### config.mk
export PLATFORM = sky130hd
export DESIGN_NAME = rs_entry
export DESIGN_NICKNAME = d
export VERILOG_FILES = /design/src/rs_pkg.sv /design/src/rs_entry.sv
export VERILOG_INCLUDE_DIRS = /design/src /design/src/src
export SDC_FILE = /design/constraint.sdc
export NUM_CORES = 1
export LEC_CHECK = 0
export ABC_AREA = 1
export BUFFER_PORTS_ARGS = -buffer_cell sky130_fd_sc_hd__buf_2
export CORE_MARGIN = 2
export CORE_UTILIZATION = 46
export CTS_CLUSTER_SIZE = 25
export DETAILED_ROUTE_END_ITERATION = 8
export GPL_ROUTABILITY_DRIVEN = 1
export PLACE_DENSITY = 0.9
export SYNTH_ARGS = -nofsm -noshare
export SYNTH_HDL_FRONTEND = slang
export SYNTH_SLANG_ARGS = --single-unit
### constraint.sdc
create_clock -name clock -period 2.1 [get_ports clock]
set_input_delay 0.21 -clock clock [delete_from_list [all_inputs] [get_ports clock]]
set_output_delay 0.21 -clock clock [all_outputs]
set_load 0.03 [all_outputs]
### src/rs_defs.svh
/* sizes shared by the reservation station RTL and its testbench
   include wherever entry count, tag width or operand width is needed */
`ifndef RS_DEFS_SVH
`define RS_DEFS_SVH

////////////////////
// station geometry
////////////////////
`define RS_LEN   8      // entries in the station
`define ROB_LEN  8      // rob tags kept equal to RS_LEN
`define TAG_W    3      // bits of a rob tag

////////////////////
// datapath
////////////////////
`define XLEN     32     // operand width

`endif

### src/rs_pkg.sv
/* types shared across the reservation station
   instruction views plus the dispatch, cdb and issue packets */
`include "rs_defs.svh"

package rs_pkg;

    ////////////////////
    // instruction word
    ////////////////////

    // register-register layout
    typedef struct packed {
        logic [6:0] funct7;
        logic [4:0] rs2;
        logic [4:0] rs1;
        logic [2:0] funct3;
        logic [4:0] rd;
        logic [6:0] opcode;
    } r_view_t;

    // immediate layout where imm12 replaces funct7 and rs2
    typedef struct packed {
        logic [11:0] imm12;
        logic [4:0]  rs1;
        logic [2:0]  funct3;
        logic [4:0]  rd;
        logic [6:0]  opcode;
    } i_view_t;

    typedef union packed {
        r_view_t r;
        i_view_t i;
    } inst_t;

    ////////////////////
    // packets
    ////////////////////

    typedef struct packed {
        logic              ready;   // value already valid
        logic [`TAG_W-1:0] tag;     // producer tag while waiting
        logic [`XLEN-1:0]  value;
    } src_t;

    typedef struct packed {
        inst_t             inst;
        logic [`TAG_W-1:0] dest_tag;
        src_t              src1;
        src_t              src2;
        logic              opb_is_imm;  // i-type takes imm12 for opb
    } dispatch_pkt_t;

    typedef struct packed {
        logic [`TAG_W-1:0] tag;
        logic [`XLEN-1:0]  value;
    } cdb_pkt_t;

    typedef struct packed {
        logic [6:0]        opcode;
        logic [2:0]        funct3;
        logic [6:0]        funct7;
        logic [`TAG_W-1:0] dest_tag;
        logic [`XLEN-1:0]  opa;
        logic [`XLEN-1:0]  opb;
    } issue_pkt_t;

endpackage

### src/rs_entry.sv
/* one reservation station slot
   holds a dispatched op, snoops the cdb for missing operands and offers it once ready */
`include "rs_defs.svh"

module rs_entry (
    input  logic                  clock,
    input  logic                  rst_n,
    input  logic                  wr,        // load dispatch packet
    input  logic                  clr,       // free after issue
    input  rs_pkg::dispatch_pkt_t dispatch,
    input  logic                  cdb_valid,
    input  rs_pkg::cdb_pkt_t      cdb,
    output logic                  busy,
    output logic                  ready,
    output logic [`TAG_W-1:0]     dest_tag,
    output rs_pkg::issue_pkt_t    pkt
);
    import rs_pkg::*;

    // control state
    logic busy_q;
    logic opa_rdy_q;
    logic opb_rdy_q;

    // payload
    inst_t             inst_q;
    logic [`TAG_W-1:0] dest_q;
    logic [`TAG_W-1:0] opa_tag_q;
    logic [`TAG_W-1:0] opb_tag_q;
    logic [`XLEN-1:0]  opa_val_q;
    logic [`XLEN-1:0]  opb_val_q;

    src_t opa_cur;
    src_t opb_cur;
    src_t opa_nxt;
    src_t opb_nxt;
    src_t imm_src;   // opb built from imm12
    logic upd;       // operand regs follow next state

    // pick up a broadcast value for a still waiting operand
    function automatic src_t wake(input src_t s, input logic v, input cdb_pkt_t c);
        src_t r;
        r = s;
        if (!s.ready && v && (s.tag == c.tag)) begin
            r.ready = 1'b1;
            r.value = c.value;
        end
        return r;
    endfunction

    assign opa_cur = '{ready: opa_rdy_q, tag: opa_tag_q, value: opa_val_q};
    assign opb_cur = '{ready: opb_rdy_q, tag: opb_tag_q, value: opb_val_q};
    assign imm_src = '{ready: 1'b1, tag: '0,
                       value: {{(`XLEN-12){dispatch.inst.i.imm12[11]}}, dispatch.inst.i.imm12}};
    assign upd     = wr | busy_q;

    ////////////////////
    // operand next state
    ////////////////////
    always_comb begin
        if (wr) begin
            opa_nxt = wake(dispatch.src1, cdb_valid, cdb);   // same-cycle forward
            opb_nxt = dispatch.opb_is_imm ? imm_src : wake(dispatch.src2, cdb_valid, cdb);
        end else begin
            opa_nxt = wake(opa_cur, cdb_valid, cdb);
            opb_nxt = wake(opb_cur, cdb_valid, cdb);
        end
    end

    always_ff @(posedge clock or negedge rst_n) begin
        if (!rst_n) begin
            busy_q    <= 1'b0;
            opa_rdy_q <= 1'b0;
            opb_rdy_q <= 1'b0;
        end else if (clr) begin
            busy_q    <= 1'b0;   // slot free next cycle
            opa_rdy_q <= 1'b0;
            opb_rdy_q <= 1'b0;
        end else if (upd) begin
            busy_q    <= 1'b1;
            opa_rdy_q <= opa_nxt.ready;
            opb_rdy_q <= opb_nxt.ready;
        end
    end

    always_ff @(posedge clock) begin
        if (wr) begin
            inst_q <= dispatch.inst;
            dest_q <= dispatch.dest_tag;
        end
        if (upd) begin
            opa_tag_q <= opa_nxt.tag;
            opa_val_q <= opa_nxt.value;
            opb_tag_q <= opb_nxt.tag;
            opb_val_q <= opb_nxt.value;
        end
    end

    // outputs
    assign busy         = busy_q;
    assign ready        = busy_q & opa_rdy_q & opb_rdy_q;
    assign dest_tag     = dest_q;
    assign pkt.opcode   = inst_q.r.opcode;
    assign pkt.funct3   = inst_q.r.funct3;
    assign pkt.funct7   = inst_q.r.funct7;
    assign pkt.dest_tag = dest_q;
    assign pkt.opa      = opa_val_q;
    assign pkt.opb      = opb_val_q;

    // allocator must only pick a free slot
    a_wr_free: assert property (@(posedge clock) disable iff (!rst_n) wr |-> !busy_q)
        else $error("rs_entry written while busy");

endmodule

After elaboration in Yosys (flattened, before gate mapping):

Index checks and enable logic that the tools add are counted.

* register bits after elaboration: 108
* latch bits: 0
* RAM bits: 0
* bits in read-only memories: 0
* input bits: 148
* output and inout port bits: 89
* memories: 0

* add/sub/neg operators: 0
* $mul: 0
* div/mod/pow operators: 0
* order comparisons: 0
* eq/ne operators: 4
* shift-type cells: 0
* multiplexer cells: 17
* bitwise operators: 3
* reduce and logical (&&, ||, !) cells: 22

Operator list (number)
* 2-to-1 mux 32 bit: 4
* 2-to-1 mux 36 bit: 3
* equality test 3 bit: 4
* 2-to-1 mux 1 bit: 10
* AND reduction 2 bit: 5
* logical AND 1 bit: 8
* nonzero test 2 bit: 3
* nonzero test 3 bit: 2
* zero test 1 bit: 4
* AND 1 bit: 2
* bitwise OR 1 bit: 1

Depth between registers and ports, before layout:

* word-level depth: 8
* mapped depth: 10

Worst setup path after synthesis:

No wires, ideal clock.

* path kind: register -> register
* start: register busy_q, in the netlist busy
* end: register opb_val_q[0] (enable)
* data arrival time: 1555 ps
* required time: 1710 ps
* slack: 155 ps
* cell stages (with the launch flop): 5
* buffers on the path: 0
* cells stage by stage: dfrtp_1 > inv_1 > nor3_1 > nand3_1 > nand2_1

* longest elaborated chain between the ends: 2

RTL lines
* from (decl): RTL line rs_entry.sv:21 `logic busy_q;`
* from (signal assigned): RTL line rs_entry.sv:72 `busy_q <= 1'b0;`
* from (signal assigned): RTL line rs_entry.sv:76 `busy_q <= 1'b0;`
* from (signal assigned): RTL line rs_entry.sv:80 `busy_q <= 1'b1;`
* bitwise OR 1 bit: RTL line rs_entry.sv:55 `assign upd = wr | busy_q;`
* AND reduction 2 bit (no source line)
* to (signal assigned): RTL line rs_entry.sv:95 `opb_val_q <= opb_nxt.value;`
* to (decl): RTL line rs_entry.sv:31 `` logic [`XLEN-1:0] opb_val_q; ``

No other way between the ends.
A chain may end at the register's enable or synchronous reset.

Worst setup path in the final report:

* start: register opb_rdy_q
* end: register opb_val_q[25] (enable)

* longest elaborated chain between the ends: 5

RTL lines
* from (decl): RTL line rs_entry.sv:23 `logic opb_rdy_q;`
* from (signal assigned): RTL line rs_entry.sv:82 `opb_rdy_q <= opb_nxt.ready;`
* zero test 1 bit: RTL line rs_entry.sv:44 `if (!s.ready && v && (s.tag == c.tag)) begin`
* logical AND 1 bit (2 in a row): RTL line rs_entry.sv:44
* nonzero test 2 bit (no source line)
* AND reduction 2 bit (no source line)

No other way between the ends.

==> impl_metrics.csv <==
group,metric,value,unit
critical_path,crit_chain,"nor3_1 -> nand3_1 -> nand2_2 -> buf_12",
timing,finClkSkew,0.0174,ns
power,leakagePower,3.20,nW
cells_and_area,nFillCells,827,
flow_run,drv_cap,0,
cells_and_area,area_growth,33.4,%
critical_path,arrival,1.61,ns
hold_path,hp-class,"input port to flip-flop",
logic_synthesis,synth_top_area_cell,"edfxtp_1",
power,power.clock.fraction,0.280,
critical_path,endpoint,"opb_val_q[25]",
critical_path,critPathCaptureType,"flip-flop",
clocking,clock_insertion_delay_worst_skew,0.35,ns
floorplan,initial_core_util,0.474,
clocking,cts_max_level,3,
timing,maxSlewViolCount,0,
logic_synthesis,synth_ff_type,"edfxtp_1",
timing,timing.final.crit_share,0.742,
power,p_int,0.00310,W
global_route,antenna_found_initial,1,
logic_synthesis,synth_seq_cells,93,
critical_path,r2r-start,"opb_rdy_q",
detailed_routing,drc,0,
floorplan,die_w,104,microns
critical_path,start_kind,"flip-flop",
detailed_routing,wire_per_inst,15.2,microns
power,pwr-share-seq,0.505,
detailed_routing,drtAntennaViolNets,0,
logic_synthesis,yosysWarnings,0,
critical_path,cpLargestDelayFamily,"simple AND/OR/NAND/NOR gates",
global_route,grt_usage,0.234,
clocking,cts_tree,"yes",
critical_path,path_class,"flip-flop to flip-flop",
logic_synthesis,yosysMostFrequentCell,"nand2_1",
power,power_frac_comb,0.215,
power,p_per_area,725,mW/mm^2
timing,worst_pin_slew,0.758,ns
logic_synthesis,yosysSeqAreaShare,0.603,
cells_and_area,final_layout_size_suffix_gt1_frac,0.397,
global_route,grt_pass1_wl,19600,microns
critical_path,crit_required,2.15,ns
logic_synthesis,syn_inst,498,
critical_path,critPathLaunch,"opb_rdy_q",
clocking,path_clk_slew,0.11,ns
power,p_sw,0.00136,W
clocking,cts_buffer_depth,2,
floorplan,die_h,104,microns
power,irDropWorstVdd,0.000409,V
detailed_routing,first_iter_violations,189,
logic_synthesis,synth.area.top_cells,"edfxtp_1 59%, nand2_1 14%, inv_1 5.7%, nand3_1 3.8%, a21oi_1 2.6%",
outcome,outcome,"complete, no violations",
critical_path,worst-path-buf-inv,1,
timing,slew_headroom,0.494,
global_route,grt_pass1_vias,3980,
cells_and_area,nets,878,
critical_path,cp_slowest_cell,"dfrtp_1",
place,dp_hpwl,9520,microns
logic_synthesis,synth_cell_types,23,
detailed_routing,drt_pass1_iterations,4,
detailed_routing,wirelength,13200,microns
place,io_buffers,226,
timing,hold_ws,0.0271,ns
logic_synthesis,synth_area,0.00461,sq mm
critical_path,rr_worst_depth,4,
timing,max_freq,642,MHz
global_route,grt_max_degree,43,
logic_synthesis,synth_top_area_frac,0.586,
critical_path,worstReg2RegEnd,"opb_val_q[25]",
global_route,overflow,0,
timing,setup_violations,0,
clocking,cts.sinks,93,
timing,finalHoldViolCount,0,
detailed_routing,vias,4185,
clocking,post_cts_resized,0,
clocking,cts_buffers,9,
critical_path,critPathMaxFanout,23,
floorplan,rows,36,
logic_synthesis,syn_nets,646,
logic_synthesis,synthArstFlopShare,0.0323,
clocking,cts_root_buffer,"clkbuf_8",
timing,fin_setup_tns,0,ns
critical_path,path_depth,4,
critical_path,max_stage_delay,0.42,ns
logic_synthesis,synth_edf_count,90,
floorplan,die_area,0.0108,sq mm
logic_synthesis,synth.top_cells.by_count,"176 x nand2_1, 90 x edfxtp_1, 70 x inv_1",
critical_path,r2r_slack,0.54,ns
detailed_routing,viasPerCell,4.82,
timing,min_period,1.56,ns
timing,rsz0062_at_grt,"false",
logic_synthesis,syn_area_per_cell,9.26,sq um
place,gp_congestion,0.815,
floorplan,core-area,0.00973,sq mm
floorplan,ios,237,
power,totalPowerFinal,0.00446,W
power,sw_frac_of_total,0.305,
## placed cells by master (no fill, tap or decap), types with 2 or more instances in the layout
master and count:
buf_2 226, nand2_1 175, edfxtp_1 90, inv_1 70
nand3_1 35, nor2_1 28, a21oi_1 24, nand2_2 15
dlygate4sd3_1 14, or2_2 11, a21oi_2 10, clkbuf_8 9
buf_4 5, inv_2 3, dfrtp_1 3, inv_6 3
nand3_2 2, buf_12 2
## repair_timing
action | 4_1_cts | 5_1_grt
buffers inserted | 0 | 0
hold buffers | 2 | 12
endpoints found under the setup margin | 0 | 0
hold endpoints to repair | 4 | 12
## state kept, by name (all words and copies together) (netlist names)
| register | flops |
|---|---|
| opb_val_q | 32 |
| busy | 1 |
| opa_tag_q | 3 |
| opa_val_q | 32 |
| dest_tag | 3 |
| opb_rdy_q | 1 |
| opa_rdy_q | 1 |
| inst_q | 17 |
| opb_tag_q | 3 |
## worst min-delay path by stage
stage / cells past startpoint / endpoint / slack (ns) / from
2_1_floorplan: 0 / busy / -0.09 / rst_n
3_3_place_gp: 1 / opb_rdy_q / 0.01 / rst_n
3_5_place_dp: 1 / opb_rdy_q / 0.01 / rst_n
4_1_cts: 1 / dest_tag[1] / 0.0009 / dispatch[74]
5_1_grt: 1 / dest_tag[0] / 0.006 / dispatch[73]
6_report: 1 / dest_tag[0] / 0.03 / dispatch[73]
## routing by layer
metal / global-route usage / part of all wire / routed length [microns]
met5: 0 / 0 / 0
met4: 0.0878 / 0.020 / 269
met3: 0.0520 / 0.075 / 987
met2: 0.411 / 0.51 / 6760
met1: 0.282 / 0.39 / 5150
## power by group through the flow
stage | Combinational (W) | Sequential [W] | Clock, W
floorplan | 0.000315 | 0.00257 | 0
global placement | 0.000919 | 0.00228 | 0
detailed placement | 0.000935 | 0.00229 | 0
CTS | 0.000941 | 0.00225 | 0.00127
global route | 0.00104 | 0.00227 | 0.00135
finish | 0.000959 | 0.00225 | 0.00125
## kinds of logic (layout without fill, tap and decap cells)
kind of cell           count (synthesis)  in the layout  share of synthesized area
other                                  0              1                          0
XOR/XNOR                               2              2                    0.00380
AO/OA/AOI/OAI                         34             34                     0.0451
AND/OR/NAND/NOR                      270            270                      0.249
buffers and inverters                 99            336                     0.0996
flip-flops                            93             93                      0.603
## per-stage QoR
stage | instances | setup slack, ns | utilization | area [sq um]
2_1_floorplan | 498 | 0.155 | - | 4610
3_3_place_gp | 838 | 0.230 | 0.596 | 5800
3_5_place_dp | 838 | 0.230 | 0.596 | 5800
4_1_cts | 856 | 0.528 | 0.619 | 6030
5_1_grt | 868 | 0.455 | 0.632 | 6150
6_report | 869 | 0.542 | 0.632 | 6150
## layout make-up
class                   count  area, sq um  area share
inverters                  73          274      0.0446
diodes                      1         2.50    0.000407
clock buffers               9          124      0.0201
repair buffers            247         1350       0.219
flip-flops and latches     93         2780       0.452
well taps                 133          166      0.0271
clock inverters             7         80.1      0.0130
multi-input cells         306         1380       0.224
Note: power is estimated with default switching activity, not from simulation.
